`config.mk`:
```
export PLATFORM = sky130hd
export DESIGN_NAME = byte_bank
export DESIGN_NICKNAME = d
export VERILOG_FILES = /design/src/source/byte_bank.sv
export SDC_FILE = /design/constraint.sdc
export NUM_CORES = 2
export LEC_CHECK = 0
export ABC_CLOCK_PERIOD_IN_PS = 9400
export BUFFER_PORTS_ARGS = -buffer_cell sky130_fd_sc_hd__buf_4
export CAP_MARGIN = 20
export CORE_UTILIZATION = 25
export CTS_CLUSTER_DIAMETER = 200
export DETAILED_ROUTE_END_ITERATION = 10
export SLEW_MARGIN = 20
export SYNTH_ARGS = -nofsm -noshare
export SYNTH_HDL_FRONTEND = slang
export SYNTH_SLANG_ARGS = --single-unit
```
`constraint.sdc`:
```
create_clock -name clk -period 9.4 [get_ports clk]
set_input_delay 2.82 -clock clk [delete_from_list [all_inputs] [get_ports clk]]
set_output_delay 2.82 -clock clk [all_outputs]
set_load 0.03 [all_outputs]
```
`src/source/byte_bank.sv`:
```
`timescale 1ns/10ps

module byte_bank #(
    parameter int dmem_depth = 256
) (
    input  logic                          clk,
    input  logic                          we,
    input  logic [$clog2(dmem_depth)-1:0] index,
    input  logic [7:0]                    wdata,
    output logic [7:0]                    rdata
);

    logic [7:0] mem [dmem_depth];

    always_ff @(posedge clk) begin
        if (we) begin
            mem[index] <= wdata;
        end
    end

    assign rdata = mem[index]; // read within the same cycle.

endmodule

```
* After elaboration in Yosys (flattened, before gate mapping)
Memory sizes are Yosys's and may differ from the RTL's. Cells that the tools add are included.
Storage, ports and cells: logic and storage cells 3, register bits 0, bits of input ports 18, memories kept 1, bits in writable memories 2048, output and inout bits 8
Memory list:
- mem | words 256, bits a word 8, read ports 1, clocked after memory_dff 0, wr ports 1, line 13 | logic [7:0] mem [dmem_depth];
Cells by class: muxes and demuxes 2
Operators by type and width (count):
- $mux 1 | 2

* Longest topological paths before layout
depth after elaboration 2, mapped depth 10, depth with buffers taken out 5

* Least setup slack after synthesis
No wires, ideal clock.
kind input port to output port, start in index[0], end out rdata[0], data required time 6580 ps, path buffers 3, arrival time 4847 ps, slack 1733 ps, cell stages on the path 8, cells stage by stage buf_2 > buf_2 > buf_2 > mux4_2 > a22oi_1 > a21oi_1 > o41ai_1 > nand4_1
On the way: longest elaborated chain between the ends 1
RTL lines:
- from (decl) | line 8 | input logic [$clog2(dmem_depth)-1:0] index,
- $mem_v2 256x8
- to (decl) | line 10 | output logic [7:0] rdata
Every way passes these cells.

* Final worst setup path
start in index[0], end out rdata[4]
Same word-level chain as after synthesis.

==> qor.txt <==
register with the most flip-flops - mem
Root Buffer - clkbuf_16
CTS buffer count - 194
Area Overhead vs Synth - 15.80%
static leakage - 26.75 nW
port bufs - 25
hold_ws - 2.444 ns
VDD IR max - 0.0001415 V
WL/cell - 24.16 um
CP startpoint kind - primary input
Synth top area share - 78.51%
final wirelength - 193,800 um
yosys warns - 0
Mapped Area - 78,330 sq um
Slew @ Worst Pin - 1.154 ns
Fin Setup TNS - 0 ns
wire length of the first global-routing pass - 280,100 um
commonest non-fill, non-tap cell in the layout - edfxtp_1
post-synth top area cell - edfxtp_1
Initial Utilization - 25.11%
hpwl dp - 116,000 um
#FFs+latches synth - 2,048
crit-path max FO - 41
final worst slack - 0.07237 ns
TritonRoute pass-1 iters - 5
cts hold-fix bufs - 0
Place WS - 0.07343 ns
most used cell, CP - buf_4
Seq/Total Area, Yosys - 78.51%
Setup Buffers After CTS - 0
status - completed
top flop regs - mem (2048)
Max stage delay on crit path - 0.91 ns
min cycle time layout - 9.328 ns
I/O pins - 26
total grt overflow - 0
WHS Path Cells - 1
Clock Path Buffers - 3
crit path from - index[0]
die width - 561.8 um
commonest non-fill, non-tap cells in the layout - edfxtp_1 (2,048), mux4_2 (512), a22oi_1 (256)
Synth Area per Inst - 22.13 sq um
Slew Limit Fails - 0
post-route ant nets - 0
H-tree level count - 4
RSZ-0062 raised after global routing - no
HP Class - in2reg
max reg flops - 2,048
via density per instance - 4.701
number of buffers and inverters on the critical path - 5
max-capacitance violation count - 0
CTS tree - done
full die area - 315,600 sq um
cells along the critical path - buf_8 > buf_12 > buf_4 > mux4_2 > a22oi_1 > a21oi_1 > o41ai_1 > buf_4 > nand4_1 > buf_4
hold path startpoint - wdata[0]
Layout Nets - 3,732
CP max stage cell - o41ai_1
number of setup violations in the final report - 0
syn_nets - 3,557
layout cell share with drive strength beyond 1 - 25.89%
crit end category - output port
Core Rows - 205
total core area - 311,900 sq um
Fin. Hold Viols - 0
Cells after Synth - 3,539
Via Count - 37,694
1st-iter DRT viols - 4,286
CP required - 6.58 ns
largest net degree at the start of global routing - 141
Slew headroom - 22.97%
vias in the first global route - 37,950
gr usage total - 12.07%
Final Cycle Share - 99.23%
Worst Hold Path EP - mem[64][0]
Worst path top cell family by delay - buffers and inverters
gp weighted congestion - 0.8005
library cells used by synthesis - 21
Die Y - 561.8 um
CTS sink count - 2,048
power per cell area - 205.1 nW/um^2
Worst-path clk slew - 0.06 ns
critical path arrival - 6.51 ns
FMAX - 107.2 MHz
post-CTS resize count - 0
top post-synthesis cells by area - edfxtp_1 (79%), mux4_2 (15%), a22oi_1 (2.5%)
DRC Markers - 0
Crit Path Class - in2out
antenna violations before repair - 7
power breakdown:
group          leakage, nW  internal (mW)  switching, mW
clock                 2.99           4.25           3.39
combinational         5.35          0.318          0.585
sequential            18.4           10.1        0.00409
total                 26.7           14.6           3.98
metrics by stage:
| step | cells | util (%) | area [sq um] | power (mW) |
|---|---|---|---|---|
| finish | 8019 | 29.08 | 90710 | 18.61 |
| floorplan | 3539 | - | 78330 | 10.72 |
| detailed placement | 7658 | 27.11 | 84570 | 11.18 |
| global route | 8018 | 29.08 | 90700 | 19.10 |
| CTS | 8018 | 29.08 | 90700 | 18.73 |
| global placement | 7658 | 27.11 | 84540 | 11.16 |
cell usage after synthesis:
| library cell | instances |
|---|---|
| nor3_1 | 30 |
| or3_1 | 1 |
| nand3_1 | 13 |
| a22oi_1 | 256 |
| nand2b_1 | 6 |
| nor2_1 | 232 |
| inv_1 | 1 |
| buf_6 | 16 |
| nand4_1 | 8 |
| and2_1 | 3 |
| mux4_2 | 512 |
| edfxtp_1 | 2048 |
| buf_2 | 36 |
| buf_4 | 16 |
| nand2_1 | 28 |
| o41ai_1 | 32 |
| nor2b_1 | 7 |
| clkbuf_1 | 145 |
| a21oi_1 | 128 |
| or2_2 | 2 |
| buf_1 | 19 |
layout make-up:
type                       count  area [sq um]
inverter                       1         3.754
fill                       30273        221200
tap                         4140          5180
sequential                  2048         61500
timing repair buffer         211          2085
multi-input combinational   1258         15800
antenna                        1         2.502
clock buffer                 236          5097
clock inverter               124          1041
cells by family (layout without fill, tap and decap cells):
logic type	count (synthesis)	in the layout	share of synthesized area (%)
compound gates	416	416	3.629
buf+inv	233	572	1.404
flops	2048	2048	78.51
mux	512	512	14.72
other cells	0	1	0
simple gates	330	330	1.736
layer usage:
metal  share of wire [%]  wire length (um)  global-route usage, %
met5                   0                 0                      0
met4                 1.6              3177                  2.541
met3                 8.1             15720                  2.494
met2                  47             91620                  18.87
met1                  43             83240                  17.27
how the worst max path moves through the flow:
stage / to / slack, ns / cells past startpoint
after floorplan: rdata[0] / 1.73 / 8
after global placement: rdata[4] / 0.1 / 10
after detailed placement: rdata[4] / 0.07 / 10
after CTS: rdata[4] / 0.08 / 10
after global routing: rdata[4] / 0.007 / 10
final: rdata[4] / 0.07 / 10
(Power assumes the default switching activity.)
