`config.mk`:
```
export PLATFORM = sky130hd
export DESIGN_NAME = load_lane_merge_flat
export DESIGN_NICKNAME = d
export VERILOG_FILES = /design/src/source/core_pkg.sv /design/src/source/core_if.sv /design/src/source/load_lane_merge.sv /design/src/flat_wrapper.sv
export SDC_FILE = /design/constraint.sdc
export NUM_CORES = 1
export LEC_CHECK = 0
export BUFFER_PORTS_ARGS = -buffer_cell sky130_fd_sc_hd__buf_2
export CAP_MARGIN = 20
export CELL_PAD_IN_SITES_DETAIL_PLACEMENT = 0
export CELL_PAD_IN_SITES_GLOBAL_PLACEMENT = 1
export CORE_MARGIN = 4
export CORE_UTILIZATION = 11
export DETAILED_ROUTE_END_ITERATION = 16
export GPL_TIMING_DRIVEN = 1
export PLACE_DENSITY = 0.89
export SYNTH_ARGS = -nofsm -noshare
export SYNTH_HDL_FRONTEND = slang
export SYNTH_SLANG_ARGS = --single-unit
export TNS_END_PERCENT = 5
```
`constraint.sdc`:
```
create_clock -name vclk -period 1.67
set_clock_uncertainty 0.2 [all_clocks]
set_input_delay 0.0835 -clock vclk [all_inputs]
set_output_delay 0.0835 -clock vclk [all_outputs]
set_load 0.01 [all_outputs]
```
`src/source/core_pkg.sv`:
```
package core_pkg;

    // ************************************************************************
    // alu operation codes
    // ************************************************************************
    localparam logic [3:0] alu_add = 4'd0;
    localparam logic [3:0] alu_sub = 4'd1;
    localparam logic [3:0] alu_and = 4'd2;
    localparam logic [3:0] alu_or  = 4'd3;
    localparam logic [3:0] alu_nor = 4'd4;
    localparam logic [3:0] alu_slt = 4'd5; // signed compare.
    localparam logic [3:0] alu_sll = 4'd6;
    localparam logic [3:0] alu_srl = 4'd7;
    localparam logic [3:0] alu_lui = 4'd8;

    // ************************************************************************
    // data memory organisation
    // ************************************************************************
    // lane 0 holds the most significant byte of a word.
    localparam int mem_lanes = 4;

endpackage

```
`src/source/core_if.sv`:
```


// data memory access, completes within the cycle.
interface dmem_if #(parameter int xlen = 32);
    logic [xlen-1:0] addr;
    logic [xlen-1:0] wdata;
    logic            write;
    logic            size;        // 1 is word, 0 is byte.
    logic            signed_load;
    logic [xlen-1:0] rdata;

    modport master (output addr, wdata, write, size, signed_load, input rdata);
    modport slave  (input addr, wdata, write, size, signed_load, output rdata);
endinterface

```
`src/source/load_lane_merge.sv`:
```
`timescale 1ns/10ps

module load_lane_merge import core_pkg::*; (
    input  logic [7:0] lane_rdata [mem_lanes],
    input  logic [1:0] byte_sel,
    dmem_if.slave      dmem
);

    logic [8*mem_lanes-1:0] word;
    logic [7:0]             sel_byte;
    logic                   fill;

    always_comb begin
        for (int i = 0; i < mem_lanes; i++) begin
            word[8*(mem_lanes-1-i) +: 8] = lane_rdata[i]; // big-endian.
        end
    end

    assign sel_byte = lane_rdata[byte_sel];
    assign fill     = dmem.signed_load & sel_byte[7];

    always_comb begin
        if (dmem.size) begin
            dmem.rdata = word;
        end else begin
            dmem.rdata = {{(8*mem_lanes-8){fill}}, sel_byte}; // lb or lbu.
        end
    end

endmodule

```
`src/flat_wrapper.sv`:
```
// flat-port wrapper written by rule: the top's interface ports become plain ports
module load_lane_merge_flat import core_pkg::*;
  (lane_rdata, byte_sel, dmem_addr, dmem_wdata, dmem_write, dmem_size, dmem_signed_load, dmem_rdata);
  dmem_if dmem_i ();
  input  logic [7:0] lane_rdata[mem_lanes];
  input  logic [1:0] byte_sel;
  input wire logic [$bits(dmem_i.addr)-1:0] dmem_addr;
  input wire logic [$bits(dmem_i.wdata)-1:0] dmem_wdata;
  input wire logic [$bits(dmem_i.write)-1:0] dmem_write;
  input wire logic [$bits(dmem_i.size)-1:0] dmem_size;
  input wire logic [$bits(dmem_i.signed_load)-1:0] dmem_signed_load;
  output wire logic [$bits(dmem_i.rdata)-1:0] dmem_rdata;
  assign dmem_i.addr = dmem_addr;
  assign dmem_i.wdata = dmem_wdata;
  assign dmem_i.write = dmem_write;
  assign dmem_i.size = dmem_size;
  assign dmem_i.signed_load = dmem_signed_load;
  assign dmem_rdata = dmem_i.rdata;
  load_lane_merge u_core (.lane_rdata(lane_rdata), .byte_sel(byte_sel), .dmem(dmem_i));
endmodule
```
; Word level (Yosys, flattened, before mapping)
; Cells that the tools add are included.
[totals]
regBits = 0
latchBits = 0
ramBits = 0
mem_bits_ro = 0
input_bits = 101
output_inout_bits = 32
wordCells = 7
memories = 0
[classes]
n_addsub = 0
multipliers = 0
div = 0
order_cmp = 1
eq_ne = 0
shifts = 0
muxes = 4
bitwise_logic = 2
reduce_logical = 0
[op_table]
columns = op, n
row1 = 2-to-1 mux 32 bit, 1
row2 = binary-select mux 8 bit (select 2 bit), 1
row3 = 2-to-1 mux 8 bit, 2
row4 = greater-or-equal comparator 3 bit (second input constant), 1
row5 = inverter 2 -> 3 bit, 1
row6 = AND 1 bit, 1

; Longest topological paths before layout
[logic_depth]
ltp_word = 6
depth_mapped = 5
mapped_depth_nobuf = 3

; Least setup slack after synthesis
; OpenSTA, ideal clock, no wires.
[synth_timing]
kind = input-to-output
start = in byte_sel[0]
end = out dmem_rdata[0]
arrival_time_ps = 1061
t_required_ps = 1387
slack_ps = 326
stages = 5
n_path_buf = 2
path_cell_list = buf_6 -> buf_2 -> nor2_1 -> a22oi_1 -> o21ai_0
[synth_via]
elab_chain_cells = 5
[synth_rtl]
columns = item, line_no
row1 = from (decl), flat_wrapper.sv:6  ; input logic [1:0] byte_sel;
row2 = inverter 2 -> 3 bit (implied by the code), load_lane_merge.sv:19  ; assign sel_byte = lane_rdata[byte_sel];
row3 = binary-select mux 8 bit (select 2 bit), load_lane_merge.sv:19
row4 = 2-to-1 mux 8 bit (implied by the code) (2 in a row), load_lane_merge.sv:19
row5 = 2-to-1 mux 32 bit, load_lane_merge.sv:23  ; if (dmem.size) begin
row6 = to (decl), flat_wrapper.sv:12  ; output wire logic [$bits(dmem_i.rdata)-1:0] dmem_rdata;
; No other way between the ends. The select of a mux whose other input is x is not followed.

; Worst setup path in the final report
[layout_timing]
start = in byte_sel[0]
end = out dmem_rdata[14]
[layout_via]
elab_chain_cells = 6
[layout_rtl]
columns = item, line_no
row1 = inverter 2 -> 3 bit (implied by the code), load_lane_merge.sv:19
row2 = binary-select mux 8 bit (select 2 bit), load_lane_merge.sv:19
row3 = 2-to-1 mux 8 bit (implied by the code) (2 in a row), load_lane_merge.sv:19
row4 = AND 1 bit, load_lane_merge.sv:20  ; assign fill = dmem.signed_load & sel_byte[7];
row5 = 2-to-1 mux 32 bit, load_lane_merge.sv:23
; No other way between the ends. The select of a mux whose other input is x is not followed.

==> summary.md <==
| Metric | Value |
|---|---|
| Starting Density | 11.5% |
| Max cap viols | 0 |
| Die Wd | 78.8 µm |
| Iteration-0 DRC Markers | 50 |
| Routed Antenna Nets | 0 |
| Slew Viols, Final | 0 |
| Min-delay worst type | input port to output pin |
| Drt drc | 0 |
| Cell taking the most area after synthesis | nand2_1 |
| Setup TNS | 0 ns |
| Yosys warns | 0 |
| Clock buf count | 0 |
| Vias/cell | 3.97 |
| Antenna cells | 0 |
| RSZ-0062 raised after global routing | false |
| Layout cells sized above 1 | 54.3% |
| Syn_nets | 195 |
| DP Wirelength | 2390 µm |
| PostCTS Resize Cnt | 0 |
| Largest cells by area after synthesis | nand2_1 (32%), a22oi_1 (22%), mux2_2 (16%), o21ai_0 (7.3%), buf_6 (6.1%) |
| Relative slew margins | 83.2% |
| DRT Pass-1 Iters | 4 |
| Top-count cell post-synth | nand2_1 |
| Synthesized area per cell | 5.87 µm² |
| Row count | 25 |
| CP Max Fanout | 11 |
| Most frequent cells after synthesis | nand2_1 (47), a22oi_1 (16), mux2_2 (8), o21ai_0 (8), clkbuf_1 (4) |
| Distinct cells, synth | 14 |
| GPL Wtd Cong | 0.778 |
| Startpoint type of the worst setup path | input port |
| Nets@finish | 265 |
| Largest net degree at the start of global routing | 18 |
| Post-CTS setup buffer count | 0 |
| Crit path kind | input port to output pin |
| # IOs | 133 |
| Grt ovf | 0 |
| Status | finished clean |
| Crit path required time | 1.39 ns |
| Die height | 78.8 µm |
| Pwr Density | 315 nW/µm² |
| Core Area | 4790 µm² |
| Critical path data arrival time | 1.20 ns |
| Final setup fails | 0 |
| Cell Area, Synth | 552 µm² |
| PortBufs | 68 |
| Vias post-DR | 908 |
| Routed wire per std cell | 12.2 µm |
| Post-route insts no fill | 229 |
| Synth top area share | 32.0% |
| First-pass GRT wire length | 4400 µm |
| P&R area growth vs syn | 80.3% |
| Hold Vio Cnt, Final | 0 |
| Period utilisation layout | 88.8% |
| Fin crit period | 1.48 ns |
| Reg area | 0 µm² |
| Peak supply drop | 0.0493 mV |
| Antenna violations before repair | 0 |
| Full die area | 6210 µm² |
| FILL cells | 558 |
| Seq/Total Area, Yosys | 0% |
| Leak Pwr | 0.603 nW |
| Inst Count DP | 229 |
| Final Core Density | 20.8% |
| Fmax | 0.674 GHz |
| Final wirelength | 2800 µm |
| Endpoint type of the worst setup path | output pin |
| Cts hold-fix bufs | 0 |
| Worst-Margin Slew | 0.252 ns |
| Number of global-route vias before repair | 863 |
| Min Hold Slack | 0.262 ns |
| Mapped Cells | 94 |
| FFs & Latches | 0 |
| GRT Util Overall | 8.50% |
| Total power | 313 µW |
-- layer usage --
metal  share of wire (%)  up-vias  GRT usage, %
met5                   0        -             0
met4                   0        0             0
met3                  13        0          2.95
met2                  45       41          14.8
met1                  42      402          10.8
li1                    -      465             -
-- placed cells by master, fill, tap and decap left out --
cell type,count
a22oi_1,16
a32oi_4,1
and3b_1,1
buf_12,1
buf_2,68
buf_4,7
inv_1,1
mux2_2,8
mux2_4,1
nand2_1,47
nand2_2,1
nor2_1,1
nor2_2,1
o21ai_0,8
-- layout make-up --
class	instances	area (µm²)	area share, %
Timing Repair Buffer	76	413	41.5
Multi-Input combinational cell	85	494	49.7
Tap cell	67	83.8	8.43
Inverter	1	3.75	0.377
-- path summary, 6_finish.rpt --
| kind | startpoint | endpoint | slack [ns] | cells past startpoint |
|---|---|---|---|---|
| worst max-delay path | byte_sel[0] | dmem_rdata[14] | 0.19 | 6 |
| worst min-delay path | lane_rdata[17] | dmem_rdata[17] | 0.26 | 4 |
-- logic make-up after synthesis --
kind of cell	count (synthesis)	share of synthesized area, %
buffers and inverters	9	10.4
AND/OR/NAND/NOR	51	36.5
multiplexers	9	19.0
AO/OA/AOI/OAI	25	34.0
-- worst max-delay path, cell delays in order --
cell and delay, ns:
buf_2 0.14, mux2_4 0.33, a32oi_4 0.22, buf_4 0.22
nand2_1 0.06, buf_2 0.14
-- stage by stage --
stage | worst slack, ns | cell area [µm²]
after global placement | 0.180 | 995
final | 0.187 | 995
after global routing | 0.0997 | 995
after detailed placement | 0.178 | 995
after CTS | 0.180 | 995
after floorplan | 0.326 | 552
-- power by group --
| group | switching (mW) | internal, mW |
|---|---|---|
| registers | 0 | 0 |
| logic | 0.167 | 0.146 |
| clock network | 0 | 0 |
(Power assumes the default switching activity.)
