### config.mk
export PLATFORM = sky130hd
export DESIGN_NAME = control_unit_flat
export DESIGN_NICKNAME = d
export VERILOG_FILES = /design/src/source/isa_pkg.sv /design/src/source/core_pkg.sv /design/src/source/core_if.sv /design/src/source/control_unit.sv /design/src/flat_wrapper.sv
export SDC_FILE = /design/constraint.sdc
export NUM_CORES = 1
export LEC_CHECK = 0
export BUFFER_PORTS_ARGS = -buffer_cell sky130_fd_sc_hd__clkbuf_2
export CAP_MARGIN = 20
export CORE_MARGIN = 4
export CORE_UTILIZATION = 31
export CTS_BUF_LIST = sky130_fd_sc_hd__clkbuf_4 sky130_fd_sc_hd__clkbuf_8
export DETAILED_ROUTE_END_ITERATION = 10
export PLACE_DENSITY = 0.77
export RECOVER_POWER = 25
export SLEW_MARGIN = 20
export SYNTH_ARGS = -nofsm -noshare
export SYNTH_HDL_FRONTEND = slang
export SYNTH_SLANG_ARGS = --single-unit
### constraint.sdc
create_clock -name clk -period 1.6 [get_ports clk]
set_clock_uncertainty 0.2 [all_clocks]
set_input_delay 0.16 -clock clk [delete_from_list [all_inputs] [get_ports clk]]
set_output_delay 0.16 -clock clk [all_outputs]
set_load 0.05 [all_outputs]
### src/source/isa_pkg.sv
package isa_pkg;

    // ************************************************************************
    // instruction word, decoded as R, I or J format
    // ************************************************************************
    typedef union packed {
        struct packed {
            logic [5:0] opcode;
            logic [4:0] rs;
            logic [4:0] rt;
            logic [4:0] rd;
            logic [4:0] shamt;
            logic [5:0] funct;
        } r;
        struct packed {
            logic [5:0]  opcode;
            logic [4:0]  rs;
            logic [4:0]  rt;
            logic [15:0] imm16;
        } i;
        struct packed {
            logic [5:0]  opcode;
            logic [25:0] target26;
        } j;
    } instr_t;

    localparam logic [5:0] op_rtype = 6'h00;
    localparam logic [5:0] op_j     = 6'h02;
    localparam logic [5:0] op_jal   = 6'h03;
    localparam logic [5:0] op_beq   = 6'h04;
    localparam logic [5:0] op_bne   = 6'h05;
    localparam logic [5:0] op_addi  = 6'h08;
    localparam logic [5:0] op_addiu = 6'h09;
    localparam logic [5:0] op_slti  = 6'h0a;
    localparam logic [5:0] op_andi  = 6'h0c;
    localparam logic [5:0] op_ori   = 6'h0d;
    localparam logic [5:0] op_lui   = 6'h0f;
    localparam logic [5:0] op_lb    = 6'h20;
    localparam logic [5:0] op_lw    = 6'h23;
    localparam logic [5:0] op_lbu   = 6'h24;
    localparam logic [5:0] op_sb    = 6'h28;
    localparam logic [5:0] op_sw    = 6'h2b;

    localparam logic [5:0] fn_sll     = 6'h00;
    localparam logic [5:0] fn_srl     = 6'h02;
    localparam logic [5:0] fn_jr      = 6'h08;
    localparam logic [5:0] fn_syscall = 6'h0c;
    localparam logic [5:0] fn_add     = 6'h20;
    localparam logic [5:0] fn_addu    = 6'h21;
    localparam logic [5:0] fn_sub     = 6'h22;
    localparam logic [5:0] fn_and     = 6'h24;
    localparam logic [5:0] fn_or      = 6'h25;
    localparam logic [5:0] fn_nor     = 6'h27;
    localparam logic [5:0] fn_slt     = 6'h2a;

    localparam logic [4:0] link_reg = 5'd31; // return address for jal.

endpackage

### src/source/core_pkg.sv
package core_pkg;

    // ************************************************************************
    // alu operation codes
    // ************************************************************************
    localparam logic [3:0] alu_add = 4'd0;
    localparam logic [3:0] alu_sub = 4'd1;
    localparam logic [3:0] alu_and = 4'd2;
    localparam logic [3:0] alu_or  = 4'd3;
    localparam logic [3:0] alu_nor = 4'd4;
    localparam logic [3:0] alu_slt = 4'd5; // signed compare.
    localparam logic [3:0] alu_sll = 4'd6;
    localparam logic [3:0] alu_srl = 4'd7;
    localparam logic [3:0] alu_lui = 4'd8;

    // ************************************************************************
    // data memory organisation
    // ************************************************************************
    // lane 0 holds the most significant byte of a word.
    localparam int mem_lanes = 4;

endpackage

### src/source/core_if.sv
`timescale 1ns/10ps

// decoded control lines from control_unit to data_path.
interface ctrl_if;
    logic       reg_dest;   // write rd instead of rt.
    logic       link;       // write register 31.
    logic       alu_src;    // immediate as second operand.
    logic       shift_sel;  // shamt as second operand.
    logic [3:0] alu_op;
    logic       mem_to_reg;
    logic       pc_to_reg;
    logic       reg_write;
    logic       branch;
    logic       branch_ne;
    logic       jump;
    logic       jump_reg;
    logic       mem_write;
    logic       mem_size;   // 1 is word, 0 is byte.
    logic       mem_signed;

    modport source (output reg_dest, link, alu_src, shift_sel, alu_op, mem_to_reg,
                    pc_to_reg, reg_write, branch, branch_ne, jump, jump_reg,
                    mem_write, mem_size, mem_signed);
    modport sink   (input reg_dest, link, alu_src, shift_sel, alu_op, mem_to_reg,
                    pc_to_reg, reg_write, branch, branch_ne, jump, jump_reg,
                    mem_write, mem_size, mem_signed);
endinterface


### src/source/control_unit.sv
`timescale 1ns/10ps

module control_unit import isa_pkg::*, core_pkg::*; (
    input  logic   clk,
    input  logic   reset,
    input  instr_t inst,
    ctrl_if.source ctrl,
    output logic   halted
);

    logic reg_write_dec;
    logic mem_write_dec;
    logic syscall;

    always_comb begin
        ctrl.reg_dest   = 1'b0;
        ctrl.link       = 1'b0;
        ctrl.alu_src    = 1'b0;
        ctrl.shift_sel  = 1'b0;
        ctrl.alu_op     = alu_add;
        ctrl.mem_to_reg = 1'b0;
        ctrl.pc_to_reg  = 1'b0;
        ctrl.branch     = 1'b0;
        ctrl.branch_ne  = 1'b0;
        ctrl.jump       = 1'b0;
        ctrl.jump_reg   = 1'b0;
        ctrl.mem_size   = 1'b1;
        ctrl.mem_signed = 1'b0;
        reg_write_dec   = 1'b0;
        mem_write_dec   = 1'b0;
        syscall         = 1'b0;
        case (inst.r.opcode)
            op_rtype: begin
                ctrl.reg_dest = 1'b1;
                reg_write_dec = 1'b1;
                case (inst.r.funct)
                    fn_add, fn_addu: ctrl.alu_op = alu_add;
                    fn_sub:          ctrl.alu_op = alu_sub;
                    fn_and:          ctrl.alu_op = alu_and;
                    fn_or:           ctrl.alu_op = alu_or;
                    fn_nor:          ctrl.alu_op = alu_nor;
                    fn_slt:          ctrl.alu_op = alu_slt;
                    fn_sll: begin
                        ctrl.alu_op    = alu_sll;
                        ctrl.shift_sel = 1'b1;
                    end
                    fn_srl: begin
                        ctrl.alu_op    = alu_srl;
                        ctrl.shift_sel = 1'b1;
                    end
                    fn_jr: begin
                        ctrl.jump_reg = 1'b1;
                        reg_write_dec = 1'b0;
                    end
                    fn_syscall: begin
                        syscall       = 1'b1;
                        reg_write_dec = 1'b0;
                    end
                    default: reg_write_dec = 1'b0; // unknown funct is a no-op.
                endcase
            end
            op_addi, op_addiu: {ctrl.alu_src, reg_write_dec} = 2'b11;
            op_andi: {ctrl.alu_src, reg_write_dec, ctrl.alu_op} = {2'b11, alu_and};
            op_ori:  {ctrl.alu_src, reg_write_dec, ctrl.alu_op} = {2'b11, alu_or};
            op_slti: {ctrl.alu_src, reg_write_dec, ctrl.alu_op} = {2'b11, alu_slt};
            op_lui:  {ctrl.alu_src, reg_write_dec, ctrl.alu_op} = {2'b11, alu_lui};
            op_lw:   {ctrl.alu_src, reg_write_dec, ctrl.mem_to_reg} = 3'b111;
            op_lb:   {ctrl.alu_src, reg_write_dec, ctrl.mem_to_reg, ctrl.mem_size,
                      ctrl.mem_signed} = 5'b11101;
            op_lbu:  {ctrl.alu_src, reg_write_dec, ctrl.mem_to_reg, ctrl.mem_size} = 4'b1110;
            op_sw:   {ctrl.alu_src, mem_write_dec} = 2'b11;
            op_sb:   {ctrl.alu_src, mem_write_dec, ctrl.mem_size} = 3'b110;
            op_beq:  {ctrl.branch, ctrl.alu_op} = {1'b1, alu_sub};
            op_bne:  {ctrl.branch, ctrl.branch_ne, ctrl.alu_op} = {2'b11, alu_sub};
            op_j:    ctrl.jump = 1'b1;
            op_jal:  {ctrl.jump, ctrl.link, ctrl.pc_to_reg, reg_write_dec} = 4'b1111;
            default: ;
        endcase
        // no state may change while in reset or after a halt.
        ctrl.reg_write = reg_write_dec & ~halted & ~reset;
        ctrl.mem_write = mem_write_dec & ~halted & ~reset;
    end

    always_ff @(posedge clk) begin
        if (reset) begin
            halted <= 1'b0;
        end else if (syscall) begin
            halted <= 1'b1; // held until reset.
        end
    end

endmodule

### src/flat_wrapper.sv
// flat-port wrapper written by rule: the top's interface ports become plain ports
module control_unit_flat import isa_pkg::*, core_pkg::*;
  (clk, reset, inst, halted, ctrl_reg_dest, ctrl_link, ctrl_alu_src, ctrl_shift_sel, ctrl_alu_op, ctrl_mem_to_reg, ctrl_pc_to_reg, ctrl_reg_write, ctrl_branch, ctrl_branch_ne, ctrl_jump, ctrl_jump_reg, ctrl_mem_write, ctrl_mem_size, ctrl_mem_signed);
  ctrl_if ctrl_i ();
  input  logic clk;
  input  logic reset;
  input  instr_t inst;
  output logic halted;
  output wire logic [$bits(ctrl_i.reg_dest)-1:0] ctrl_reg_dest;
  output wire logic [$bits(ctrl_i.link)-1:0] ctrl_link;
  output wire logic [$bits(ctrl_i.alu_src)-1:0] ctrl_alu_src;
  output wire logic [$bits(ctrl_i.shift_sel)-1:0] ctrl_shift_sel;
  output wire logic [$bits(ctrl_i.alu_op)-1:0] ctrl_alu_op;
  output wire logic [$bits(ctrl_i.mem_to_reg)-1:0] ctrl_mem_to_reg;
  output wire logic [$bits(ctrl_i.pc_to_reg)-1:0] ctrl_pc_to_reg;
  output wire logic [$bits(ctrl_i.reg_write)-1:0] ctrl_reg_write;
  output wire logic [$bits(ctrl_i.branch)-1:0] ctrl_branch;
  output wire logic [$bits(ctrl_i.branch_ne)-1:0] ctrl_branch_ne;
  output wire logic [$bits(ctrl_i.jump)-1:0] ctrl_jump;
  output wire logic [$bits(ctrl_i.jump_reg)-1:0] ctrl_jump_reg;
  output wire logic [$bits(ctrl_i.mem_write)-1:0] ctrl_mem_write;
  output wire logic [$bits(ctrl_i.mem_size)-1:0] ctrl_mem_size;
  output wire logic [$bits(ctrl_i.mem_signed)-1:0] ctrl_mem_signed;
  assign ctrl_reg_dest = ctrl_i.reg_dest;
  assign ctrl_link = ctrl_i.link;
  assign ctrl_alu_src = ctrl_i.alu_src;
  assign ctrl_shift_sel = ctrl_i.shift_sel;
  assign ctrl_alu_op = ctrl_i.alu_op;
  assign ctrl_mem_to_reg = ctrl_i.mem_to_reg;
  assign ctrl_pc_to_reg = ctrl_i.pc_to_reg;
  assign ctrl_reg_write = ctrl_i.reg_write;
  assign ctrl_branch = ctrl_i.branch;
  assign ctrl_branch_ne = ctrl_i.branch_ne;
  assign ctrl_jump = ctrl_i.jump;
  assign ctrl_jump_reg = ctrl_i.jump_reg;
  assign ctrl_mem_write = ctrl_i.mem_write;
  assign ctrl_mem_size = ctrl_i.mem_size;
  assign ctrl_mem_signed = ctrl_i.mem_signed;
  control_unit u_core (.clk(clk), .reset(reset), .inst(inst), .ctrl(ctrl_i), .halted(halted));
endmodule
# Word level (Yosys, flattened, before mapping)
# Index checks and enable logic that the tools add are counted.
[totals]
reg_bits = 1
inputBits = 34
output_inout_bits = 19
[op_classes]
bitwise_logic = 6
n_eq_ne = 25
n_mux = 20
n_reduce_logical = 11
[ops]
columns = ["operator", "n"]
rows = [
  ["6-bit == test, second input constant", 12],
  ["6-bit by 4-bit == test with 1-bit output, second input constant", 8],
  ["4-bit case mux with 6 select lines", 1],
  ["3-bit case mux with 7 select lines", 1],
  ["6-bit by 2-bit == test with 1-bit output, second input constant", 3],
  ["1-bit two-way mux", 17],
  ["6-bit by 3-bit == test with 1-bit output, second input constant", 2],
  ["6-bit zero test", 2],
  ["11-bit OR reduction", 1],
  ["10-bit OR reduction", 1],
  ["9-bit OR reduction", 1],
  ["2-bit OR reduction", 4],
  ["3-bit OR reduction", 2],
  ["1-bit bitwise AND", 4],
  ["1-bit inverter", 2],
  ["1-bit case mux with 2 select lines", 1],
]

# Longest topological paths before layout
[logic_depth]
word_depth = 6
ltp_mapped = 6
ltp_nobuf = 4

# Least setup slack after synthesis
# OpenSTA, ideal clock, no wires.
[synth_timing]
path_type = "input-to-output"
from = "input inst[26] in the netlist's numbering"
to = "output ctrl_mem_write"
path_slack_ns = -1.193
cell_stages = 5
required_time_ns = 1.240
arrival_time_ns = 2.433
path_buffers = 2
cell_sequence = "buf_2 -> or2_2 -> clkbuf_1 -> a211o_1 -> nor4_1"
[synth_via]
elab_chain_cells = 5
elab_cells_between_ends = 6
[synth_lines]
columns = ["element", "line", "text"]
rows = [
  ["from (decl)", "flat_wrapper.sv:7", "input instr_t inst;"],
  ["6-bit == test", "control_unit.sv:32", "case (inst.r.opcode)"],
  ["2-bit OR reduction (no line) (*)", "--", ""],
  ["1-bit two-way mux (*)", "control_unit.sv:32", ""],
  ["1-bit bitwise AND (*) (2 in a row)", "control_unit.sv:81", "ctrl.mem_write = mem_write_dec & ~halted & ~reset;"],
  ["to (decl)", "flat_wrapper.sv:21", "output wire logic [$bits(ctrl_i.mem_write)-1:0] ctrl_mem_write;"],
]
# Every way passes the cells marked *; elsewhere a longest branch is shown, timed or not.

# Worst setup path in the final report
[layout_timing]
from = "input inst[29] in the netlist's numbering"
to = "output ctrl_reg_write"
[layout_via]
elab_chain_cells = 5
elab_cells_between_ends = 15
[layout_lines]
columns = ["element", "line", "text"]
rows = [
  ["6-bit by 4-bit == test with 1-bit output (tied with other cells)", "control_unit.sv:32", ""],
  ["10-bit OR reduction (no line)", "--", ""],
  ["1-bit case mux with 2 select lines (*)", "control_unit.sv:32", ""],
  ["1-bit bitwise AND (*) (2 in a row)", "control_unit.sv:80", "ctrl.reg_write = reg_write_dec & ~halted & ~reset;"],
  ["to (decl)", "flat_wrapper.sv:16", "output wire logic [$bits(ctrl_i.reg_write)-1:0] ctrl_reg_write;"],
]
# Marks and branches as above.

==> impl_metrics.ini <==
[status]
status = complete, but fails checks
violations = negative setup slack

[floorplanning]
fp.dieW_um = 47.1
die_area_sq_mm = 0.00222
row_count = 13
core_area_sq_mm = 0.00137
initial_core_util_pct = 34.7
die_height_um = 47.1
top_level_ports = 53

[logic_synthesis]
synth-seq-area-share_pct = 4.22
syn_nets = 114
yosys_warnings = 0
synth_cell_types = 37
syn_area_sq_um = 474
syn_inst = 80
ys_seq_elements = 1
synth_area_per_cell_sq_um = 5.93

[worst_setup_path]
cp-start-kind = input port
path_class = in2out
r2r_start = u_core.halted
cp.arrival_ns = 1.72
crit_fanout = 4
crit_start = inst[29]
endpoint_kind = output pin
reg2reg_depth = 2
required_ns = 1.24

[drt]
drc_errors = 0
firstDrtPassIters = 4
drtAntennaViolNets = 0
vias_per_cell = 6.29
drtIter0Drc = 42
wirelength_um = 3080
route.detailed.wl_per_inst_um = 20.9
vias = 925

[cells_and_area]
reg_top3 = u_core.halted x1
seq_area_sq_um = 20.0
fin_nets = 168
regMostFlops = u_core.halted
final_common_cell = buf_4
fillerInstances = 39
layout_common_cells = buf_4 (21), clkbuf_2 (12), buf_8 (11), nand2_1 (9), buf_6 (8)
largest_register_ffs = 1
multiInputGateArea_sq_um = 653
layout-drive-gt1-share_pct = 68.9
diodes = 0
syn2layout_area_growth_pct = 172

[timing]
post-route-min-period_ns = 2.08
period_share_pct = 130
fmax_mhz = 480
finalHoldViolations = 0
tightest_slew_ns = 0.538
setup_tns_ns = -3.48
rsz0062_at_grt = true
setup_viol = 13
layout_setup_ws_ns = -0.483
hold_ws_ns = 0.282
slew_violations = 0
relSlewSlack_pct = 63.9

[cts]
ctsHoldBuffers = 0
clkLatencyLatePin_ns = 0
clk_pin_slew_ns = 0

[hold_path]
min_from = reset
hold_depth = 2
hold_class = in2reg

[power_and_ir_drop]
ir_drop_mv = 0.157
power_density_mw_per_mm2 = 246
p_leak_nw = 0.534

[placement]
place.gp.congestion = 0.832
io_buffer_count = 32
preCtsSetupSlack_ns = -0.489
dp_hpwl_um = 1640

[global_route]
gr-total-overflow = 0
antenna_found_initial = 0
grt_max_degree = 13
grt_pass1_wl_um = 3730
grt_pass1_vias = 835
grt_use_total_pct = 23.3

[run]
drv_cap = 0
==> cell type report <==
| type | instances | area share, % |
|---|---|---|
| multi-input combinational | 69 | 50.6 |
| timing repair buffer | 59 | 45.5 |
| sequential | 1 | 1.55 |
| tap | 15 | 1.45 |
| inverter | 3 | 0.872 |
==> metrics by stage <==
step | cell area, sq um | std cells | utilization (%) | power, mW
after floorplan | 644 | 80 | - | 0.156
after global placement | 1010 | 145 | 73.8 | 0.243
after detailed placement | 1010 | 145 | 73.8 | 0.250
after CTS | 1200 | 146 | 87.5 | 0.279
after global routing | 1290 | 147 | 94.5 | 0.329
final | 1290 | 147 | 94.5 | 0.317
==> layer usage <==
metal | wire length (um) | vias up | track usage (%)
li1 | - | 402 | -
met1 | 1000 | 427 | 24.5
met2 | 1680 | 80 | 48.5
met3 | 293 | 16 | 1.92
met4 | 108 | 0 | 4.97
met5 | 0 | - | 0
==> cell usage after synthesis <==
cell	count	area, sq um
o32ai_2	1	16.3
mux2i_1	1	10.0
xor2_1	1	8.76
o21ai_1	1	5.00
inv_1	3	11.3
o32ai_1	1	8.76
buf_4	1	7.51
or3b_2	1	8.76
or3_4	1	11.3
a31oi_1	2	12.5
nand2_1	10	37.5
or2b_1	1	7.51
o211ai_1	1	7.51
buf_1	1	3.75
or4_4	1	11.3
or4_1	1	7.51
buf_2	1	5.00
nor4b_1	1	8.76
o21a_1	2	15.0
nand3_1	1	5.00
o2111ai_1	1	8.76
clkbuf_1	4	15.0
nor4_1	3	18.8
o21ai_0	1	5.00
a21oi_1	5	25.0
nor2_1	12	45.0
o22ai_1	1	6.26
a211o_1	2	17.5
o21bai_1	1	7.51
or2_2	1	6.26
a311oi_1	1	8.76
dfxtp_1	1	20.0
nand2b_1	4	25.0
a21boi_0	1	7.51
or3_1	1	6.26
a211oi_1	1	7.51
nor3_1	7	35.0
==> worst paths after layout <==
check,endpoint,slack (ns)
worst max-delay path,ctrl_reg_write,-0.48
worst min-delay path,u_core.halted,0.28
worst max register to register,u_core.halted,0.57
worst min register to register,u_core.halted,0.56
==> critical path: stages <==
cell and delay, ns:
clkbuf_2 0.09, buf_4 0.15, or3b_2 0.45, a21oi_1 0.20
o21bai_1 0.14, a211oi_4 0.33, buf_8 0.19
==> logic make-up after synthesis <==
logic type      after synthesis  share of synthesized area [%]
flops                         1                           4.22
simple gates                 45                           49.3
mux                           1                           2.11
buf+inv                      10                           8.97
compound gates               22                           33.5
xor+xnor                      1                           1.85
==> where the power goes <==
| part | total, mW | internal (mW) | switching, mW |
|---|---|---|---|
| sequential | 0.0255 | 0.0255 | 0.0000211 |
| combinational | 0.292 | 0.125 | 0.167 |
| clock | 0 | 0 | 0 |
| total | 0.317 | 0.150 | 0.167 |
==> repair_timing <==
action / CTS / global route
pin swaps: 2 / 7
buffers inserted: 2 / 1
resized for setup: 40 / 32
endpoints found under the setup margin: 13 / 17
Power figures use the tool's default switching activity.
