`config.mk`:
```
export PLATFORM = sky130hd
export DESIGN_NAME = data_path_flat
export DESIGN_NICKNAME = d
export VERILOG_FILES = /design/src/source/isa_pkg.sv /design/src/source/core_pkg.sv /design/src/source/core_if.sv /design/src/source/alu.sv /design/src/source/regfile.sv /design/src/source/data_path.sv /design/src/flat_wrapper.sv
export SDC_FILE = /design/constraint.sdc
export NUM_CORES = 2
export LEC_CHECK = 0
export BUFFER_PORTS_ARGS = -buffer_cell sky130_fd_sc_hd__buf_2
export CORE_MARGIN = 4
export CORE_UTILIZATION = 35
export CTS_CLUSTER_DIAMETER = 80
export DETAILED_ROUTE_END_ITERATION = 12
export PLACE_DENSITY = 0.61
export SYNTH_ARGS = -nofsm -noshare
export SYNTH_HDL_FRONTEND = slang
export SYNTH_HIERARCHICAL = 1
export SYNTH_SLANG_ARGS = --single-unit
```
`constraint.sdc`:
```
create_clock -name clk -period 7.49 [get_ports clk]
set_input_delay 0.3745 -clock clk [delete_from_list [all_inputs] [get_ports clk]]
set_output_delay 0.3745 -clock clk [all_outputs]
set_load 0.1 [all_outputs]
```
`src/source/isa_pkg.sv`:
```
package isa_pkg;

    // ************************************************************************
    // instruction word, decoded as R, I or J format
    // ************************************************************************
    typedef union packed {
        struct packed {
            logic [5:0] opcode;
            logic [4:0] rs;
            logic [4:0] rt;
            logic [4:0] rd;
            logic [4:0] shamt;
            logic [5:0] funct;
        } r;
        struct packed {
            logic [5:0]  opcode;
            logic [4:0]  rs;
            logic [4:0]  rt;
            logic [15:0] imm16;
        } i;
        struct packed {
            logic [5:0]  opcode;
            logic [25:0] target26;
        } j;
    } instr_t;

    localparam logic [5:0] op_rtype = 6'h00;
    localparam logic [5:0] op_j     = 6'h02;
    localparam logic [5:0] op_jal   = 6'h03;
    localparam logic [5:0] op_beq   = 6'h04;
    localparam logic [5:0] op_bne   = 6'h05;
    localparam logic [5:0] op_addi  = 6'h08;
    localparam logic [5:0] op_addiu = 6'h09;
    localparam logic [5:0] op_slti  = 6'h0a;
    localparam logic [5:0] op_andi  = 6'h0c;
    localparam logic [5:0] op_ori   = 6'h0d;
    localparam logic [5:0] op_lui   = 6'h0f;
    localparam logic [5:0] op_lb    = 6'h20;
    localparam logic [5:0] op_lw    = 6'h23;
    localparam logic [5:0] op_lbu   = 6'h24;
    localparam logic [5:0] op_sb    = 6'h28;
    localparam logic [5:0] op_sw    = 6'h2b;

    localparam logic [5:0] fn_sll     = 6'h00;
    localparam logic [5:0] fn_srl     = 6'h02;
    localparam logic [5:0] fn_jr      = 6'h08;
    localparam logic [5:0] fn_syscall = 6'h0c;
    localparam logic [5:0] fn_add     = 6'h20;
    localparam logic [5:0] fn_addu    = 6'h21;
    localparam logic [5:0] fn_sub     = 6'h22;
    localparam logic [5:0] fn_and     = 6'h24;
    localparam logic [5:0] fn_or      = 6'h25;
    localparam logic [5:0] fn_nor     = 6'h27;
    localparam logic [5:0] fn_slt     = 6'h2a;

    localparam logic [4:0] link_reg = 5'd31; // return address for jal.

endpackage

```
`src/source/core_pkg.sv`:
```
package core_pkg;

    // ************************************************************************
    // alu operation codes
    // ************************************************************************
    localparam logic [3:0] alu_add = 4'd0;
    localparam logic [3:0] alu_sub = 4'd1;
    localparam logic [3:0] alu_and = 4'd2;
    localparam logic [3:0] alu_or  = 4'd3;
    localparam logic [3:0] alu_nor = 4'd4;
    localparam logic [3:0] alu_slt = 4'd5; // signed compare.
    localparam logic [3:0] alu_sll = 4'd6;
    localparam logic [3:0] alu_srl = 4'd7;
    localparam logic [3:0] alu_lui = 4'd8;

    // ************************************************************************
    // data memory organisation
    // ************************************************************************
    // lane 0 holds the most significant byte of a word.
    localparam int mem_lanes = 4;

endpackage

```
`src/source/core_if.sv`:
```
`timescale 1ns/10ps

// decoded control lines from control_unit to data_path.
interface ctrl_if;
    logic       reg_dest;   // write rd instead of rt.
    logic       link;       // write register 31.
    logic       alu_src;    // immediate as second operand.
    logic       shift_sel;  // shamt as second operand.
    logic [3:0] alu_op;
    logic       mem_to_reg;
    logic       pc_to_reg;
    logic       reg_write;
    logic       branch;
    logic       branch_ne;
    logic       jump;
    logic       jump_reg;
    logic       mem_write;
    logic       mem_size;   // 1 is word, 0 is byte.
    logic       mem_signed;

    modport source (output reg_dest, link, alu_src, shift_sel, alu_op, mem_to_reg,
                    pc_to_reg, reg_write, branch, branch_ne, jump, jump_reg,
                    mem_write, mem_size, mem_signed);
    modport sink   (input reg_dest, link, alu_src, shift_sel, alu_op, mem_to_reg,
                    pc_to_reg, reg_write, branch, branch_ne, jump, jump_reg,
                    mem_write, mem_size, mem_signed);
endinterface

// data memory access, completes within the cycle.
interface dmem_if #(parameter int xlen = 32);
    logic [xlen-1:0] addr;
    logic [xlen-1:0] wdata;
    logic            write;
    logic            size;        // 1 is word, 0 is byte.
    logic            signed_load;
    logic [xlen-1:0] rdata;

    modport master (output addr, wdata, write, size, signed_load, input rdata);
    modport slave  (input addr, wdata, write, size, signed_load, output rdata);
endinterface

```
`src/source/alu.sv`:
```
`timescale 1ns/10ps

module alu import core_pkg::*; #(
    parameter int xlen = 32
) (
    input  logic [xlen-1:0] a,
    input  logic [xlen-1:0] b,
    input  logic [3:0]      op,
    output logic [xlen-1:0] result,
    output logic            zero
);

    logic less;

    assign less = $signed(a) < $signed(b);

    always_comb begin
        case (op)
            alu_add: result = a + b;
            alu_sub: result = a - b;
            alu_and: result = a & b;
            alu_or:  result = a | b;
            alu_nor: result = ~(a | b);
            alu_slt: result = {{(xlen-1){1'b0}}, less};
            alu_sll: result = a << b[4:0];
            alu_srl: result = a >> b[4:0];
            alu_lui: result = {b[xlen/2-1:0], {(xlen/2){1'b0}}};
            default: result = '0;
        endcase
    end

    assign zero = (result == '0); // used by beq and bne.

endmodule

```
`src/source/regfile.sv`:
```
`timescale 1ns/10ps

module regfile #(
    parameter int xlen = 32
) (
    input  logic            clk,
    input  logic            reset,
    input  logic [4:0]      rs_num,
    input  logic [4:0]      rt_num,
    input  logic [4:0]      rd_num,
    input  logic [xlen-1:0] rd_data,
    input  logic            rd_we,
    output logic [xlen-1:0] rs_data,
    output logic [xlen-1:0] rt_data
);

    logic [xlen-1:0] regs [32];

    always_ff @(posedge clk) begin
        if (reset) begin
            for (int r = 0; r < 32; r++) begin
                regs[r] <= '0;
            end
        end else if (rd_we && (rd_num != 5'd0)) begin
            regs[rd_num] <= rd_data;
        end
    end

    assign rs_data = (rs_num == 5'd0) ? '0 : regs[rs_num];
    assign rt_data = (rt_num == 5'd0) ? '0 : regs[rt_num];

endmodule

```
`src/source/data_path.sv`:
```
`timescale 1ns/10ps

module data_path import isa_pkg::*; #(
    parameter int xlen = 32
) (
    input  logic            clk,
    input  logic            reset,
    input  instr_t          inst,
    ctrl_if.sink            ctrl,
    input  logic            halted,
    dmem_if.master          dmem,
    output logic [xlen-1:0] inst_addr
);

    logic [xlen-1:0] pc;
    logic [xlen-1:0] pc_plus4;
    logic [xlen-1:0] pc_branch;
    logic [xlen-1:0] pc_jump;
    logic [xlen-1:0] pc_next;
    logic [xlen-1:0] rs_data;
    logic [xlen-1:0] rt_data;
    logic [xlen-1:0] imm_ext;
    logic [xlen-1:0] shamt_ext;
    logic [xlen-1:0] alu_a;
    logic [xlen-1:0] alu_b;
    logic [xlen-1:0] alu_result;
    logic [xlen-1:0] wb_data;
    logic [4:0]      wb_num;
    logic            zero_ext;
    logic            alu_zero;
    logic            branch_taken;

    // ************************************************************************
    // operands
    // ************************************************************************
    assign zero_ext  = (inst.i.opcode == op_andi) || (inst.i.opcode == op_ori) ||
                       (inst.i.opcode == op_lui);
    assign imm_ext   = zero_ext ? {{(xlen-16){1'b0}}, inst.i.imm16}
                                : {{(xlen-16){inst.i.imm16[15]}}, inst.i.imm16};
    assign shamt_ext = {{(xlen-5){1'b0}}, inst.r.shamt};

    assign alu_a = ctrl.shift_sel ? rt_data : rs_data; // shifts act on rt.
    assign alu_b = ctrl.shift_sel ? shamt_ext : (ctrl.alu_src ? imm_ext : rt_data);

    regfile #(.xlen(xlen)) u_regfile (
        .clk     (clk),
        .reset   (reset),
        .rs_num  (inst.r.rs),
        .rt_num  (inst.r.rt),
        .rd_num  (wb_num),
        .rd_data (wb_data),
        .rd_we   (ctrl.reg_write),
        .rs_data (rs_data),
        .rt_data (rt_data)
    );

    alu #(.xlen(xlen)) u_alu (
        .a      (alu_a),
        .b      (alu_b),
        .op     (ctrl.alu_op),
        .result (alu_result),
        .zero   (alu_zero)
    );

    // ************************************************************************
    // write back and memory side
    // ************************************************************************
    assign wb_num  = ctrl.link ? link_reg : (ctrl.reg_dest ? inst.r.rd : inst.r.rt);
    assign wb_data = ctrl.pc_to_reg  ? pc_plus4 :
                     ctrl.mem_to_reg ? dmem.rdata : alu_result;

    assign dmem.addr        = alu_result;
    assign dmem.wdata       = rt_data;
    assign dmem.write       = ctrl.mem_write;
    assign dmem.size        = ctrl.mem_size;
    assign dmem.signed_load = ctrl.mem_signed;

    // ************************************************************************
    // next pc
    // ************************************************************************
    assign pc_plus4     = pc + xlen'(4);
    assign pc_branch    = pc_plus4 + (imm_ext << 2);
    assign pc_jump      = {pc_plus4[xlen-1:28], inst.j.target26, 2'b00};
    assign branch_taken = ctrl.branch & (ctrl.branch_ne ? ~alu_zero : alu_zero);
    assign pc_next      = ctrl.jump_reg ? rs_data :
                          ctrl.jump     ? pc_jump :
                          branch_taken  ? pc_branch : pc_plus4;

    always_ff @(posedge clk) begin
        if (reset) begin
            pc <= '0;
        end else if (!halted) begin
            pc <= pc_next;
        end
    end

    assign inst_addr = pc;

endmodule

```
`src/flat_wrapper.sv`:
```
// flat-port wrapper written by rule: the top's interface ports become plain ports
module data_path_flat import isa_pkg::*;
#(
    parameter int xlen = 32
)
  (clk, reset, inst, halted, inst_addr, ctrl_reg_dest, ctrl_link, ctrl_alu_src, ctrl_shift_sel, ctrl_alu_op, ctrl_mem_to_reg, ctrl_pc_to_reg, ctrl_reg_write, ctrl_branch, ctrl_branch_ne, ctrl_jump, ctrl_jump_reg, ctrl_mem_write, ctrl_mem_size, ctrl_mem_signed, dmem_addr, dmem_wdata, dmem_write, dmem_size, dmem_signed_load, dmem_rdata);
  ctrl_if ctrl_i ();
  dmem_if #(.xlen(xlen)) dmem_i ();
  input  logic clk;
  input  logic reset;
  input  instr_t inst;
  input  logic halted;
  output logic [xlen-1:0] inst_addr;
  input wire logic [$bits(ctrl_i.reg_dest)-1:0] ctrl_reg_dest;
  input wire logic [$bits(ctrl_i.link)-1:0] ctrl_link;
  input wire logic [$bits(ctrl_i.alu_src)-1:0] ctrl_alu_src;
  input wire logic [$bits(ctrl_i.shift_sel)-1:0] ctrl_shift_sel;
  input wire logic [$bits(ctrl_i.alu_op)-1:0] ctrl_alu_op;
  input wire logic [$bits(ctrl_i.mem_to_reg)-1:0] ctrl_mem_to_reg;
  input wire logic [$bits(ctrl_i.pc_to_reg)-1:0] ctrl_pc_to_reg;
  input wire logic [$bits(ctrl_i.reg_write)-1:0] ctrl_reg_write;
  input wire logic [$bits(ctrl_i.branch)-1:0] ctrl_branch;
  input wire logic [$bits(ctrl_i.branch_ne)-1:0] ctrl_branch_ne;
  input wire logic [$bits(ctrl_i.jump)-1:0] ctrl_jump;
  input wire logic [$bits(ctrl_i.jump_reg)-1:0] ctrl_jump_reg;
  input wire logic [$bits(ctrl_i.mem_write)-1:0] ctrl_mem_write;
  input wire logic [$bits(ctrl_i.mem_size)-1:0] ctrl_mem_size;
  input wire logic [$bits(ctrl_i.mem_signed)-1:0] ctrl_mem_signed;
  output wire logic [$bits(dmem_i.addr)-1:0] dmem_addr;
  output wire logic [$bits(dmem_i.wdata)-1:0] dmem_wdata;
  output wire logic [$bits(dmem_i.write)-1:0] dmem_write;
  output wire logic [$bits(dmem_i.size)-1:0] dmem_size;
  output wire logic [$bits(dmem_i.signed_load)-1:0] dmem_signed_load;
  input wire logic [$bits(dmem_i.rdata)-1:0] dmem_rdata;
  assign ctrl_i.reg_dest = ctrl_reg_dest;
  assign ctrl_i.link = ctrl_link;
  assign ctrl_i.alu_src = ctrl_alu_src;
  assign ctrl_i.shift_sel = ctrl_shift_sel;
  assign ctrl_i.alu_op = ctrl_alu_op;
  assign ctrl_i.mem_to_reg = ctrl_mem_to_reg;
  assign ctrl_i.pc_to_reg = ctrl_pc_to_reg;
  assign ctrl_i.reg_write = ctrl_reg_write;
  assign ctrl_i.branch = ctrl_branch;
  assign ctrl_i.branch_ne = ctrl_branch_ne;
  assign ctrl_i.jump = ctrl_jump;
  assign ctrl_i.jump_reg = ctrl_jump_reg;
  assign ctrl_i.mem_write = ctrl_mem_write;
  assign ctrl_i.mem_size = ctrl_mem_size;
  assign ctrl_i.mem_signed = ctrl_mem_signed;
  assign dmem_addr = dmem_i.addr;
  assign dmem_wdata = dmem_i.wdata;
  assign dmem_write = dmem_i.write;
  assign dmem_size = dmem_i.size;
  assign dmem_signed_load = dmem_i.signed_load;
  assign dmem_i.rdata = dmem_rdata;
  data_path #(.xlen(xlen)) u_core (.clk(clk), .reset(reset), .inst(inst), .ctrl(ctrl_i), .halted(halted), .dmem(dmem_i), .inst_addr(inst_addr));
endmodule
```
-- After elaboration in Yosys (flattened, before gate mapping)
Memories as Yosys holds them, arrays and structs flattened.
Cells that the tools add are included.
- memories: 1
- word-level logic and storage cells: 57
- register bits after elaboration: 32
- bits of input ports: 85
- bits in writable memories: 1024
- output and inout bits: 99
- memories (name ; words ; width ; rd ports ; clocked after Yosys merged registers in ; write ports ; line ; RTL):
    u_core.u_regfile.regs ; 32 ; 32 ; 2 ; 0 ; 32 ; regfile.sv:17 ; logic [xlen-1:0] regs [32];
- reductions and logical operators: 9
- eq/ne operators: 11
- multiplexer cells: 23
- shift-type cells: 2
- bitwise gates (word level): 5
- add/subtract/negate cells: 4
- magnitude comparators: 1
- operator list (operator ; number):
    $mux W32 ; 12
    $pmux W32 S9 ; 1
    $add A32 B32 Y32 ; 2
    $add A32 B3 Y32 const B ; 1
    $and A32 B32 Y32 ; 1
    $logic_not A32 Y1 ; 1
    $lt A32 B32 Y1 ; 1
    $not A32 Y32 ; 1
    $or A32 B32 Y32 ; 1
    $reduce_or A32 Y1 ; 1
    $shl A32 B5 Y32 ; 1
    $shr A32 B5 Y32 ; 1
    $sub A32 B32 Y32 ; 1
    $eq A6 B4 Y1 const B ; 3
    $eq A4 B3 Y1 const B ; 4
    $mux W5 ; 3
    $logic_not A5 Y1 ; 2
    $eq A4 B2 Y1 const B ; 2
    $mux W1 ; 7
    $reduce_bool A5 Y1 ; 1
    $eq A4 B1 Y1 const B ; 1
    $eq A4 B4 Y1 const B ; 1
    $logic_not A4 Y1 ; 1
    $logic_or A1 B1 Y1 ; 2
    3 further kinds ; 3

-- Longest topological paths before layout
- word-level depth: 16
- gate-level depth with buffers: 40
- gate-level depth less buffers: 29

-- Modules after synthesis
The synthesis kept the hierarchy.
- by module, submodules not included (module ; instances ; area an instance (µm²) ; cells an instance ; sequential area each (µm²)):
    regfile ; 1 ; 54253.3 ; 3502 ; 30749.5
    alu ; 1 ; 9942.0 ; 1436 ; 0.0
    data_path ; 1 ; 5690.5 ; 799 ; 640.6

-- Least setup slack after synthesis
Ideal clock, no wire load.
- path type: input to register
- start: input port inst[18] (netlist bit)
- end: register u_core.pc[31], in the netlist u_core/inst_addr[31]
- library setup time: 0.092 ns
- data required time: 7.398 ns
- path slack: -4.917 ns
- cell stages on the path: 29
- data arrival time: 12.315 ns
- buffers on the path: 4
- cell sequence: buf_2 -> buf_2 -> clkbuf_1 -> mux4_2 -> nor2b_1 -> a211oi_1 -> nor4_1 -> mux2_2 -> inv_1 -> ha_1 -> clkbuf_1 -> inv_1 -> o311ai_1 -> a311oi_2 -> o21ai_0 -> a31oi_1 -> nor2b_1 -> o311ai_0 -> nor4_1 -> nand4b_1 -> nor4_2 -> xor2_1 -> nand2_1 -> nor2_1 -> nand2_1 -> or3_1 -> mux2i_1 -> nor4_1 -> nor4_1
- elaborated cells on any way between the ends: 22
- those cells by class: add/sub: 2; order compare: 1; shift: 2; mux: 9; bitwise: 5; reduce/logical: 2; memory: 1
- RTL lines (what ; line ; RTL):
    start, declared ; flat_wrapper.sv:11 ; input instr_t inst;
    $mem_v2 Z32 W32 or $logic_not A5 Y1 (tied branches) ; n/a ;
    $mux W32 (*) ; regfile.sv:30 ; assign rt_data = (rt_num == 5'd0) ? '0 : regs[rt_num];
    net dmem_wdata[6] ; flat_wrapper.sv:30 ; output wire logic [$bits(dmem_i.wdata)-1:0] dmem_wdata;
    $mux W32 (*) ; data_path.sv:42 ; assign alu_a = ctrl.shift_sel ? rt_data : rs_data;
    net u_core.alu_a[6] ; data_path.sv:24 ; logic [xlen-1:0] alu_a;
    $sub A32 B32 Y32, or another cell as far along ; alu.sv:20 ; alu_sub: result = a - b;
    $pmux W32 S9 (*) ; alu.sv:18 ; case (op)
    net dmem_addr[24] ; flat_wrapper.sv:29 ; output wire logic [$bits(dmem_i.addr)-1:0] dmem_addr;
    $logic_not A32 Y1 (*) ; alu.sv:32 ; assign zero = (result == '0);
    net u_core.alu_zero ; data_path.sv:30 ; logic alu_zero;
    $not A1 Y1 ; data_path.sv:84 ; assign branch_taken = ctrl.branch & (ctrl.branch_ne ? ~alu_zero : alu_zero);
    $mux W1 (*) ; data_path.sv:84 ;
    $and A1 B1 Y1 (*) ; data_path.sv:84 ;
    $mux W32 (*) ; data_path.sv:87 ; branch_taken ? pc_branch : pc_plus4;
    $mux W32 (*) ; data_path.sv:86 ; ctrl.jump ? pc_jump :
    $mux W32 (*) ; data_path.sv:85 ; assign pc_next = ctrl.jump_reg ? rs_data :
    end signal, assigned ; data_path.sv:93 ; pc <= pc_next;
    end, declared ; data_path.sv:15 ; logic [xlen-1:0] pc;
The timed path passes the listed nets; every way through them passes the cells marked *.
A chain may end at the register's enable or synchronous reset.

==> out/results.txt <==
Fin. max-slew vios: 0
FF-to-FF Start: u_core/u_regfile/regs[29][1]$_SDFFCE_PN0P_
Min-delay src: reset
Ys async rst share: 0%
Starting density of the core: 35.29%
Core region area: 0.1980 sq mm
CP Data Required Time: 8160 ps
Post-synth cell types: 115
Mapped Avg Cell Area: 12.18 sq um
CTS H-tree lvls: 3
# setup viols final: 25
Clock Sinks: 1056
Max Freq: 0.1309 GHz
GRT Overall Usage: 29.66%
Die Y-Extent: 454.9 um
Yosys reg bits: 1056
FP Rows: 163
Worst reg-to-reg path cell count: 32
Design Area, Final: 0.08748 sq mm
Crit start category: flip-flop
Via density: 6.150
Worst min-delay path class: input pin to flip-flop
Ys Warns: 6
DRT Pass-1 Iters: 6
Worst slack at placement: -1449 ps
Initial drt markers: 7841
WHS: 173.0 ps
Synthesized cell area: 0.06989 sq mm
Commonest non-fill, non-tap cell in the layout: buf_4
CTS buffer count: 116
CP peak stage delay: 590 ps
PD cells: 217.9 mW/mm^2
Antenna violations before repair: 17
Hold EP: u_core/u_regfile/regs[0][1]$_SDFFCE_PN0P_
Leakage: 33.81 nW
Non-Filler Instances: 9429
Crit Reg-Reg Endpoint: u_core/inst_addr[13]$_SDFFE_PP0N_
Outcome: complete, but fails checks
EDFF count, synth: 1024
Cell family with most CP delay: compound AO/OA/AOI/OAI gates
Wirelength, routed: 316700 um
Grt ovf: 0
Period utilisation layout: 102.0%
Endpoints failing hold: 0
Reg-to-reg slack, setup: -150 ps
RSZ-0062 raised after global routing: true
Hpwl dp: 230900 um
I/O pin total: 184
Cts hold-fix bufs: 0
Clk_lat worst skew: 730 ps
CTS clk-pin slew, worst paths: 60 ps
Number of global-route vias before repair: 56756
Crit. End Element: flip-flop
Sequential fraction of the synthesis area: 44.92%
Synth Flop Type: edfxtp_1
Post-synthesis cell count: 5737
Most frequent cells in the layout: buf_4 (1095), edfxtp_1 (1024), and2_1 (1005), mux4_2 (507), mux2i_1 (276)
Worst setup margin: -147.7 ps
CP Max Fanout: 8
RePlAce Congestion: 1.018
Vias post-DR: 57989
Post-route ant nets: 0
CTS max path bufs: 3
Setup Skew: 28.90 ps
Maximum VDD drop: 185.7 uV
Layout cells sized above 1: 36.92%
Critical path type: flip-flop to flip-flop
First-pass GRT wire length: 437600 um
Final Critical Period: 7638 ps
Max-cap violation count: 0
P&R area growth vs syn: 25.18%
Worst-Margin Slew: 1241 ps
Final net count: 6899
WP buf/inv: 7
Failing checks: negative setup slack
# DRC: 0
Die Wd: 454.9 um
Placed cell count: 9179
CTS tree: done
Port bufs: 177
Slew headroom: 17.26%
Largest net degree at the start of global routing: 81
Worst path arrival time: 8310 ps
Mean routed wirelength per cell: 33.58 um
Slowest-stage cell, CP: or4bb_4
CTS root buf: clkbuf_16
Hold Path Depth: 1
Area after DPL: 0.08231 sq mm
Final Util: 44.18%
Die area: 0.2069 sq mm
==> per-stage QoR <==
step | power (mW) | TNS, ps
after floorplan | 10.01 | -26610
after global placement | 13.03 | -54210
after detailed placement | 13.04 | -39850
after CTS | 18.90 | 0
after global routing | 19.57 | -5371
final | 19.07 | -1585
==> worst reg2reg max path: cells and delay by family, from the launching register on <==
family / cells / cell delay, ps
compound gates: 11 / 2720
simple gates: 9 / 2200
buf+inv: 7 / 1080
mux: 3 / 800
flops: 1 / 410
fa+ha+maj: 1 / 210
xor+xnor: 1 / 180
==> cells by family (layout without fill, tap and decap cells) <==
| family | after synthesis | count (layout) | share of synthesized area, % |
|---|---|---|---|
| other cells | 1 | 39 | 0.005366 |
| simple gates | 1921 | 1921 | 15.42 |
| xor+xnor | 74 | 74 | 1.008 |
| flops | 1056 | 1056 | 44.92 |
| compound gates | 970 | 970 | 9.584 |
| buf+inv | 688 | 1702 | 4.471 |
| mux | 897 | 897 | 22.24 |
| fa+ha+maj | 130 | 130 | 2.356 |
==> sequential cells by signal, indices dropped and copies added, names as in the netlist <==
register               flops
u_core/u_regfile/regs   1024
u_core/inst_addr          32
==> how the worst max path moves through the flow <==
stage	endpoint	slack (ps)	start	cells past startpoint
6_report	u_core/inst_addr[13]$_SDFFE_PP0N_	-150	u_core/u_regfile/regs[29][1]$_SDFFCE_PN0P_	32
5_1_grt	u_core/inst_addr[3]$_SDFFE_PP0N_	-290	u_core/u_regfile/regs[15][1]$_SDFFCE_PN0P_	33
4_1_cts	u_core/inst_addr[31]$_SDFFE_PP0N_	3	u_core/u_regfile/regs[15][1]$_SDFFCE_PN0P_	30
3_5_place_dp	u_core/inst_addr[31]$_SDFFE_PP0N_	-1450	inst[17]	32
3_3_place_gp	u_core/inst_addr[20]$_SDFFE_PP0N_	-1830	inst[16]	36
2_1_floorplan	u_core/inst_addr[31]$_SDFFE_PP0N_	-1100	inst[16]	37
==> power breakdown <==
group	leakage, nW	total, mW	switching, mW	internal, mW
Clock	1.83	5.79	2.48	3.31
Sequential	10.9	6.86	0.156	6.71
Combinational	21.1	6.42	3.91	2.51
==> layer usage <==
metal	vias to the layer above	part of all wire, %	global-route usage, %
li1	23809	-	-
met1	29373	36	36.85
met2	3919	46	47.34
met3	886	10	6.178
met4	2	7.6	18.60
met5	-	0.0038	0
==> repair_timing <==
| action | in CTS | in global routing |
|---|---|---|
| buffers inserted | 25 | 12 |
| pin swaps | 51 | 49 |
| endpoints found under the setup margin | 30 | 30 |
| gates resized for setup | 143 | 98 |
| gates cloned | 0 | 2 |
==> final cells by class <==
cell class              instances  area, sq um
fillers                     18002       110500
multi-input cells            4024        37230
flip-flops and latches       1056        31390
repair buffers               1364        11290
well taps                    2640         3303
clock buffers                 138         3049
clock inverters                77        726.9
inverters                     123        470.5
diodes                          7        17.52
==> cells in the mapped netlist (39+ instances only) <==
cell / instances / area share (%)
a2111oi_1: 42 / 0.60
o21ai_0: 154 / 1.1
and2_1: 1008 / 9.0
nor3_1: 103 / 0.74
mux2_2: 93 / 1.5
xnor2_1: 49 / 0.61
o211ai_1: 39 / 0.42
a22o_1: 54 / 0.68
edfxtp_1: 1024 / 44
or2_2: 40 / 0.36
inv_1: 116 / 0.62
clkbuf_1: 380 / 2.0
buf_2: 71 / 0.51
nor2_1: 248 / 1.3
nand3_1: 72 / 0.52
nor2b_1: 47 / 0.42
mux2i_1: 285 / 4.1
o22ai_1: 132 / 1.2
a21oi_1: 212 / 1.5
mux4_2: 506 / 16
buf_4: 54 / 0.58
nand2_1: 225 / 1.2
ha_1: 126 / 2.3
Power figures use the tool's default switching activity.
